File: src/muldiv_settings.svh
`ifndef MULDIV_SETTINGS_SVH
`define MULDIV_SETTINGS_SVH

// operand width of both engines and of HI/LO
`define MULDIV_WIDTH 32

// cycles from the start pulse to mul_done
`define MUL_LATENCY 3

`endif

File: src/muldiv_op_pkg.sv
package muldiv_op_pkg;

    // command from the execute stage
    typedef enum logic [2:0] {
        OP_NONE  = 3'd0,
        OP_MULT  = 3'd1,
        OP_MULTU = 3'd2,
        OP_DIV   = 3'd3,
        OP_DIVU  = 3'd4
    } muldiv_op_t;

    function automatic logic is_mul_op(muldiv_op_t op);
        return (op == OP_MULT) || (op == OP_MULTU);
    endfunction

    function automatic logic is_div_op(muldiv_op_t op);
        return (op == OP_DIV) || (op == OP_DIVU);
    endfunction

    function automatic logic is_signed_op(muldiv_op_t op);
        return (op == OP_MULT) || (op == OP_DIV);
    endfunction

endpackage

File: src/muldiv_result_pkg.sv
`include "muldiv_settings.svh"

package muldiv_result_pkg;

    // divider view, also the HI/LO read-out
    typedef struct packed {
        logic [`MULDIV_WIDTH-1:0] hi;   // remainder
        logic [`MULDIV_WIDTH-1:0] lo;   // quotient
    } hilo_pair_t;

    // one 64-bit word, either a full product or two halves
    typedef union packed {
        logic [2*`MULDIV_WIDTH-1:0] full;
        hilo_pair_t                 half;
    } muldiv_word_t;

endpackage

File: src/hilo_unit.sv
`timescale 1ns/100ps
`include "muldiv_settings.svh"

module hilo_unit import muldiv_result_pkg::*; (
    input  logic                     clk,
    input  logic                     rstn,
    input  muldiv_word_t             mul_product,
    input  logic                     mul_done,
    input  logic                     mul_busy,
    input  logic [`MULDIV_WIDTH-1:0] quotient,
    input  logic [`MULDIV_WIDTH-1:0] remainder,
    input  logic                     div_done,
    input  logic                     div_busy,
    output logic [`MULDIV_WIDTH-1:0] hi,
    output logic [`MULDIV_WIDTH-1:0] lo,
    output logic                     busy,
    output logic                     done
);

    muldiv_word_t hilo_q;       // architectural HI/LO
    logic         done_q;
    logic         wr_pending;

    // an engine result is waiting for the write edge
    assign wr_pending = mul_done | div_done;

    always_ff @(posedge clk or negedge rstn)
    begin
        if (!rstn)
        begin
            hilo_q <= '0;
            done_q <= 1'b0;
        end
        else
        begin
            done_q <= wr_pending;
            if (mul_done)
                hilo_q.full <= mul_product.full;
            else if (div_done)
            begin
                hilo_q.half.hi <= remainder;
                hilo_q.half.lo <= quotient;
            end
        end
    end

    assign hi   = hilo_q.half.hi;
    assign lo   = hilo_q.half.lo;
    assign done = done_q;
    assign busy = mul_busy | div_busy | wr_pending;

endmodule

File: src/iter_divider.sv
`timescale 1ns/100ps
`include "muldiv_settings.svh"

module iter_divider import muldiv_op_pkg::*; (
    input  logic                     clk,
    input  logic                     rstn,
    input  logic                     start,
    input  muldiv_op_t               op,
    input  logic [`MULDIV_WIDTH-1:0] dividend,
    input  logic [`MULDIV_WIDTH-1:0] divisor,
    input  logic                     flush,
    output logic [`MULDIV_WIDTH-1:0] quotient,
    output logic [`MULDIV_WIDTH-1:0] remainder,
    output logic                     div_busy,
    output logic                     div_done
);

    localparam int W  = `MULDIV_WIDTH;
    localparam int CW = $clog2(`MULDIV_WIDTH) + 1;

    localparam logic [2:0] DIV_IDLE = 3'd0;
    localparam logic [2:0] DIV_INIT = 3'd1;
    localparam logic [2:0] DIV_CALC = 3'd2;
    localparam logic [2:0] DIV_HOLD = 3'd3;
    localparam logic [2:0] DIV_DONE = 3'd4;

    logic [2:0]     state;
    logic [2:0]     state_nxt;

    logic           op_signed;
    logic [W-1:0]   dvd_abs;
    logic [W-1:0]   dvs_abs;
    logic [CW-1:0]  dvd_bits;
    logic [CW-1:0]  dvs_bits;

    logic [CW-1:0]  dvd_bits_q;
    logic [CW-1:0]  dvs_bits_q;
    logic [CW-1:0]  iter_cnt;
    logic [2*W-1:0] rem_q;          // running partial remainder
    logic [2*W-1:0] dvs_q;          // divisor, aligned then shifted right
    logic [2*W-1:0] diff;
    logic [W-1:0]   quo_q;
    logic [W-1:0]   quo_nxt;
    logic [W-1:0]   rem_mag;
    logic           sgn_q;
    logic           dvd_neg_q;
    logic           dvs_neg_q;
    logic           early_exit;
    logic           last_iter;

    assign op_signed = is_signed_op(op);
    assign dvd_abs   = (op_signed && dividend[W-1]) ? -dividend : dividend;
    assign dvs_abs   = (op_signed && divisor[W-1]) ? -divisor : divisor;

    leading_one_detect u_lod_dvd (
        .in    (dvd_abs),
        .count (dvd_bits)
    );

    leading_one_detect u_lod_dvs (
        .in    (dvs_abs),
        .count (dvs_bits)
    );

    // divide by zero, or divisor wider than dividend
    assign early_exit = (dvs_bits_q == '0) || (dvs_bits_q > dvd_bits_q);
    assign last_iter  = (iter_cnt == dvd_bits_q - dvs_bits_q);

    assign diff    = rem_q - dvs_q;
    assign quo_nxt = {quo_q[W-2:0], ~diff[2*W-1]};
    assign rem_mag = diff[2*W-1] ? rem_q[W-1:0] : diff[W-1:0];

    assign div_busy = (state != DIV_IDLE);
    assign div_done = (state == DIV_DONE);

    always_ff @(posedge clk or negedge rstn)
    begin
        if (!rstn)
            state <= DIV_IDLE;
        else if (flush)
            state <= DIV_IDLE;      // abandon, no done
        else
            state <= state_nxt;
    end

    always_comb
    begin
        state_nxt = state;
        case (state)
            DIV_IDLE:
            begin
                if (start && is_div_op(op))
                    state_nxt = DIV_INIT;
            end
            DIV_INIT: state_nxt = early_exit ? DIV_HOLD : DIV_CALC;
            DIV_CALC:
            begin
                if (last_iter)
                    state_nxt = DIV_DONE;
            end
            DIV_HOLD: state_nxt = DIV_DONE;
            DIV_DONE: state_nxt = DIV_IDLE;
            default:  state_nxt = DIV_IDLE;
        endcase
    end

    always_ff @(posedge clk)
    begin
        case (state)
            DIV_IDLE:
            begin
                if (start && is_div_op(op))
                begin
                    rem_q      <= {{W{1'b0}}, dvd_abs};
                    dvs_q      <= {{W{1'b0}}, dvs_abs};
                    dvd_bits_q <= dvd_bits;
                    dvs_bits_q <= dvs_bits;
                    sgn_q      <= op_signed;
                    dvd_neg_q  <= dividend[W-1];
                    dvs_neg_q  <= divisor[W-1];
                end
            end
            DIV_INIT:
            begin
                // put the divisor's leading one under the dividend's
                dvs_q    <= dvs_q << (dvd_bits_q - dvs_bits_q);
                iter_cnt <= '0;
                quo_q    <= '0;
            end
            DIV_CALC:
            begin
                if (!diff[2*W-1])
                    rem_q <= diff;
                quo_q    <= quo_nxt;
                dvs_q    <= dvs_q >> 1;
                iter_cnt <= iter_cnt + 1'b1;
                if (last_iter)
                begin
                    quotient  <= (sgn_q && (dvd_neg_q ^ dvs_neg_q)) ? -quo_nxt : quo_nxt;
                    remainder <= (sgn_q && dvd_neg_q) ? -rem_mag : rem_mag;
                end
            end
            DIV_HOLD:
            begin
                quotient  <= '0;
                remainder <= (sgn_q && dvd_neg_q) ? -rem_q[W-1:0] : rem_q[W-1:0];
            end
            default: ;
        endcase
    end

endmodule

File: src/leading_one_detect.sv
`timescale 1ns/100ps
`include "muldiv_settings.svh"

module leading_one_detect (
    input  logic [`MULDIV_WIDTH-1:0]       in,
    output logic [$clog2(`MULDIV_WIDTH):0] count
);

    localparam int CW = $clog2(`MULDIV_WIDTH) + 1;

    // scan upward so the highest set bit wins, zero input gives 0
    always_comb
    begin
        count = '0;
        for (int i = 0; i < `MULDIV_WIDTH; i++)
        begin
            if (in[i])
                count = CW'(i + 1);
        end
    end

endmodule

File: src/muldiv_top.sv
`timescale 1ns/100ps
`include "muldiv_settings.svh"

module muldiv_top import muldiv_op_pkg::*, muldiv_result_pkg::*; (
    input  logic                     clk,
    input  logic                     rstn,
    input  logic                     start,
    input  muldiv_op_t               op,
    input  logic [`MULDIV_WIDTH-1:0] op_a,
    input  logic [`MULDIV_WIDTH-1:0] op_b,
    input  logic                     flush,
    output logic [`MULDIV_WIDTH-1:0] hi,
    output logic [`MULDIV_WIDTH-1:0] lo,
    output logic                     busy,
    output logic                     done
);

    muldiv_word_t             mul_product;
    logic                     mul_done;
    logic                     mul_busy;
    logic [`MULDIV_WIDTH-1:0] quotient;
    logic [`MULDIV_WIDTH-1:0] remainder;
    logic                     div_done;
    logic                     div_busy;

    seq_multiplier u_mul (
        .clk         (clk),
        .rstn        (rstn),
        .start       (start),
        .op          (op),
        .op_a        (op_a),
        .op_b        (op_b),
        .flush       (flush),
        .mul_product (mul_product),
        .mul_busy    (mul_busy),
        .mul_done    (mul_done)
    );

    // op_a is the dividend, op_b the divisor
    iter_divider u_div (
        .clk       (clk),
        .rstn      (rstn),
        .start     (start),
        .op        (op),
        .dividend  (op_a),
        .divisor   (op_b),
        .flush     (flush),
        .quotient  (quotient),
        .remainder (remainder),
        .div_busy  (div_busy),
        .div_done  (div_done)
    );

    hilo_unit u_hilo (
        .clk         (clk),
        .rstn        (rstn),
        .mul_product (mul_product),
        .mul_done    (mul_done),
        .mul_busy    (mul_busy),
        .quotient    (quotient),
        .remainder   (remainder),
        .div_done    (div_done),
        .div_busy    (div_busy),
        .hi          (hi),
        .lo          (lo),
        .busy        (busy),
        .done        (done)
    );

endmodule

File: src/seq_multiplier.sv
`timescale 1ns/100ps
`include "muldiv_settings.svh"

module seq_multiplier import muldiv_op_pkg::*, muldiv_result_pkg::*; (
    input  logic                     clk,
    input  logic                     rstn,
    input  logic                     start,
    input  muldiv_op_t               op,
    input  logic [`MULDIV_WIDTH-1:0] op_a,
    input  logic [`MULDIV_WIDTH-1:0] op_b,
    input  logic                     flush,
    output muldiv_word_t             mul_product,
    output logic                     mul_busy,
    output logic                     mul_done
);

    localparam int W = `MULDIV_WIDTH;

    logic [`MUL_LATENCY-1:0] stage_vld;   // one bit per pipeline stage
    logic                    accept;
    logic                    op_signed;
    logic [W-1:0]            mag_a;
    logic [W-1:0]            mag_b;
    logic                    neg_s1;
    logic                    neg_s2;
    logic [2*W-1:0]          prod_s2;

    assign op_signed = is_signed_op(op);
    assign accept    = start && is_mul_op(op) && (stage_vld == '0);

    always_ff @(posedge clk or negedge rstn)
    begin
        if (!rstn)
            stage_vld <= '0;
        else if (flush)
            stage_vld <= '0;
        else
            stage_vld <= {stage_vld[`MUL_LATENCY-2:0], accept};
    end

    always_ff @(posedge clk)
    begin
        if (accept)
        begin
            mag_a  <= (op_signed && op_a[W-1]) ? -op_a : op_a;
            mag_b  <= (op_signed && op_b[W-1]) ? -op_b : op_b;
            neg_s1 <= op_signed && (op_a[W-1] ^ op_b[W-1]);
        end
        if (stage_vld[0])
        begin
            prod_s2 <= mag_a * mag_b;      // unsigned 64-bit
            neg_s2  <= neg_s1;
        end
        if (stage_vld[1])
            mul_product.full <= neg_s2 ? -prod_s2 : prod_s2;
    end

    assign mul_done = stage_vld[`MUL_LATENCY-1];
    assign mul_busy = |stage_vld[`MUL_LATENCY-2:0];

endmodule

File: config.mk
export PLATFORM = sky130hd
export DESIGN_NAME = muldiv_top
export DESIGN_NICKNAME = d
export VERILOG_FILES = /design/src/muldiv_op_pkg.sv /design/src/muldiv_result_pkg.sv /design/src/hilo_unit.sv /design/src/iter_divider.sv /design/src/leading_one_detect.sv /design/src/muldiv_top.sv /design/src/seq_multiplier.sv
export VERILOG_INCLUDE_DIRS = /design/src
export SDC_FILE = /design/constraint.sdc
export NUM_CORES = 2
export LEC_CHECK = 0
export BUFFER_PORTS_ARGS = -buffer_cell sky130_fd_sc_hd__buf_4
export CAP_MARGIN = 30
export CORE_UTILIZATION = 25
export DETAILED_ROUTE_END_ITERATION = 16
export PLACE_DENSITY_LB_ADDON = 0.15
export SLEW_MARGIN = 25
export SYNTH_ARGS = -nofsm -noshare
export SYNTH_HDL_FRONTEND = slang
export SYNTH_SLANG_ARGS = --single-unit
File: constraint.sdc
create_clock -name clk -period 10.9 [get_ports clk]
set_input_delay 1.09 -clock clk [delete_from_list [all_inputs] [get_ports clk]]
set_output_delay 1.09 -clock clk [all_outputs]
set_load 0.03 [all_outputs]
==> impl_metrics.ini <==
[outcome]
status = completed

[critical_path]
r2r_cells = 29
start_kind = flip-flop
cp.required_ns = 11.34
crit_type = flip-flop to flip-flop
cp-end-kind = flip-flop
slowest_delay_ns = 1.01
r2r_end = u_mul.prod_s2[56]
path_max_fanout = 18
regToRegSetupSlack_ns = 1.39
cp.arrival_ns = 9.95
slowest_stage = edfxtp_1
cp_common_cell = fa_1
rr_startpoint = u_mul.mag_a[13]

[finish]
regArea_mm2 = 0.0149
final_cell_mix = inv_1, fa_1, nand2_1, and2_1, edfxtp_1
multi_input_area_mm2 = 0.0452
syn_to_final_growth_pct = 12.0
stdcell_count = 10300
drive_above_1_share = 0.0766
final_common_cell = inv_1
final_nets = 8189
n_fill_cell = 27300

[yosys]
synthTopCellsByArea = fa_1, edfxtp_1, ha_1
synth_edf_count = 437
yosys_warnings = 0
post-synth-top-area-fraction = 0.276
yosysSeqAreaShare = 0.229
synth_nets = 8165
synth_top_cell_by_area = fa_1
syn_area_mm2 = 0.0650
ys_types = 87
synthArstFlopShare = 0.140
syn_area_per_cell_um2 = 9.48
synthCells = 6857
ys_ff_latch = 508
synthFlopType = edfxtp_1

[die]
initial_core_util = 0.252
design.core.area_mm2 = 0.258
chipWidth_um = 512
std_cell_rows = 186
die_y_um = 512
top_level_ports = 137
dieArea_mm2 = 0.262

[placed_design]
gp_congestion = 0.894
dpl.cell_count = 10200
numPortBuffers = 136
post-place-ws_ns = 1.38
dp_hpwl_um = 192000

[cts]
clk_latency_ns = 0.67
cts_buffers = 68
clock-sinks = 508
cts_tree = yes
ctsHoldBuffers = 0
clkSlewWorstSetupHoldPaths_ns = 0.06
cts-resized-gates = 0
cts_htree_levels = 3
cts_setup_buffers = 0
cts_buffer_depth = 3
cts_root_buffer = clkbuf_16

[sta]
worst_slack_ns = 1.39
tightest_slew_ns = 1.02
timing.setup.tns_ns = 0
rsz0062_at_grt = false
post-route-min-period_ns = 9.51
setup-violations-final = 0
slew_violations = 0
period_share = 0.872
finClkSkew_ns = 0.0366
slew_headroom = 0.323
max_freq_ghz = 0.105
final_hold_viol_count = 0

[route]
num_vias = 49500
final_antenna_net_count = 0
viasPerCell = 4.79
wl_per_cell_um = 22.9
route.detailed.drc = 0
wirelength_um = 237000
drt_iter0_markers = 3780
drt-pass1-iter-count = 5

[worst_hold_path]
hold_path_class = input port to async pin

[global_route]
grt_usage = 0.179
antenna_found_initial = 17
globalRouteOverflowTotal = 0
first_global_vias = 51100
grt_max_degree = 102
grt_pass1_wl_um = 351000

[flow_run]
maxCapViolCount = 0
[cell usage after synthesis, types with 17 or more instances]
| master | n |
|---|---|
| o21a_1 | 18 |
| nand2b_1 | 34 |
| xor2_1 | 109 |
| o21bai_1 | 22 |
| o211ai_1 | 23 |
| dfrtp_1 | 71 |
| nor2b_1 | 26 |
| nor3_1 | 92 |
| edfxtp_1 | 437 |
| nor2_1 | 337 |
| or3_1 | 39 |
| buf_1 | 23 |
| ha_1 | 339 |
| a22oi_1 | 17 |
| nand3_1 | 53 |
| clkbuf_1 | 331 |
| a21oi_1 | 308 |
| fa_1 | 898 |
| nor4_1 | 30 |
| mux4_2 | 52 |
| mux2i_1 | 156 |
| o21ai_0 | 242 |
| o22ai_1 | 41 |
| xnor2_1 | 218 |
| nand2_1 | 790 |
| a21o_1 | 60 |
| inv_1 | 1027 |
| and3_1 | 38 |
| a211oi_1 | 43 |
| o221ai_1 | 23 |
| and2_1 | 648 |
| a31oi_1 | 47 |
| o31ai_1 | 55 |
[how the worst max path moves through the flow]
stage                     slack [ns]       startpoint                 to
final                           1.39  u_mul.mag_a[13]  u_mul.prod_s2[56]
after global routing            0.98  u_mul.mag_a[13]  u_mul.prod_s2[56]
after CTS                       1.34  u_mul.mag_a[13]  u_mul.prod_s2[56]
after detailed placement        1.38  u_mul.mag_a[13]  u_mul.prod_s2[56]
after global placement          1.32  u_mul.mag_a[14]  u_mul.prod_s2[56]
after floorplan                 3.08   u_mul.mag_b[2]  u_mul.prod_s2[63]
[state kept, by name (all words and copies together) (netlist names), 31 cells and up]
signal / count
u_div.quotient: 32
u_mul.prod_s2: 64
u_mul.mul_product: 64
u_div.remainder: 32
u_hilo.hilo_q: 64
u_div.quo_q: 31
u_mul.mag_a: 32
u_div.dvs_q: 64
u_div.rem_q: 63
u_mul.mag_b: 32
[cell type report]
type | count | area share
Multi-Input combinational cell | 4963 | 0.620
Clock buffer | 90 | 0.0259
Clock inverter | 33 | 0.00405
Timing Repair Buffer | 311 | 0.0343
Sequential cell | 508 | 0.205
Antenna cell | 5 | 0.000172
Tap cell | 3384 | 0.0581
Inverter | 1029 | 0.0530
[logic make-up (layout without fill, tap and decap cells)]
kind of cell | after synthesis | in the layout | share of synthesized area
simple gates | 2177 | 2177 | 0.165
buf+inv | 1386 | 1463 | 0.0801
fa+ha+maj | 1237 | 1237 | 0.342
compound gates | 1009 | 1009 | 0.0970
flops | 508 | 508 | 0.229
xor+xnor | 327 | 327 | 0.0440
mux | 213 | 213 | 0.0429
other cells | 0 | 5 | 0
[per-stage QoR]
| stage | util | cell area, um2 | hold slack, ns |
|---|---|---|---|
| after global placement | 0.273 | 70300 | 0.405 |
| after CTS | 0.282 | 72700 | 0.193 |
| final | 0.283 | 72900 | 0.247 |
| after floorplan | - | 65000 | 0.400 |
| after global routing | 0.283 | 72800 | 0.216 |
| after detailed placement | 0.274 | 70500 | 0.405 |
[critical path: cells and delay by family (launching register included)]
kind                     cells  cell delay (ns)
AO/OA/AOI/OAI                5             1.67
XOR/XNOR                     1             0.30
flip-flops                   1             1.01
adder cells (fa/ha/maj)      9             4.26
buffers and inverters        6             0.82
AND/OR/NAND/NOR              8             1.17
[per-layer routing]
layer  track usage  vias up  wire length [um]
li1              -    22400                 -
met1         0.254    25700            110000
met2         0.295     1185            111000
met3        0.0167      204             10000
met4        0.0367        6              5080
met5             0        -                40
Power is not shown: default switching activity piles up to over one toggle a cycle in this logic, so the estimate is an artifact.
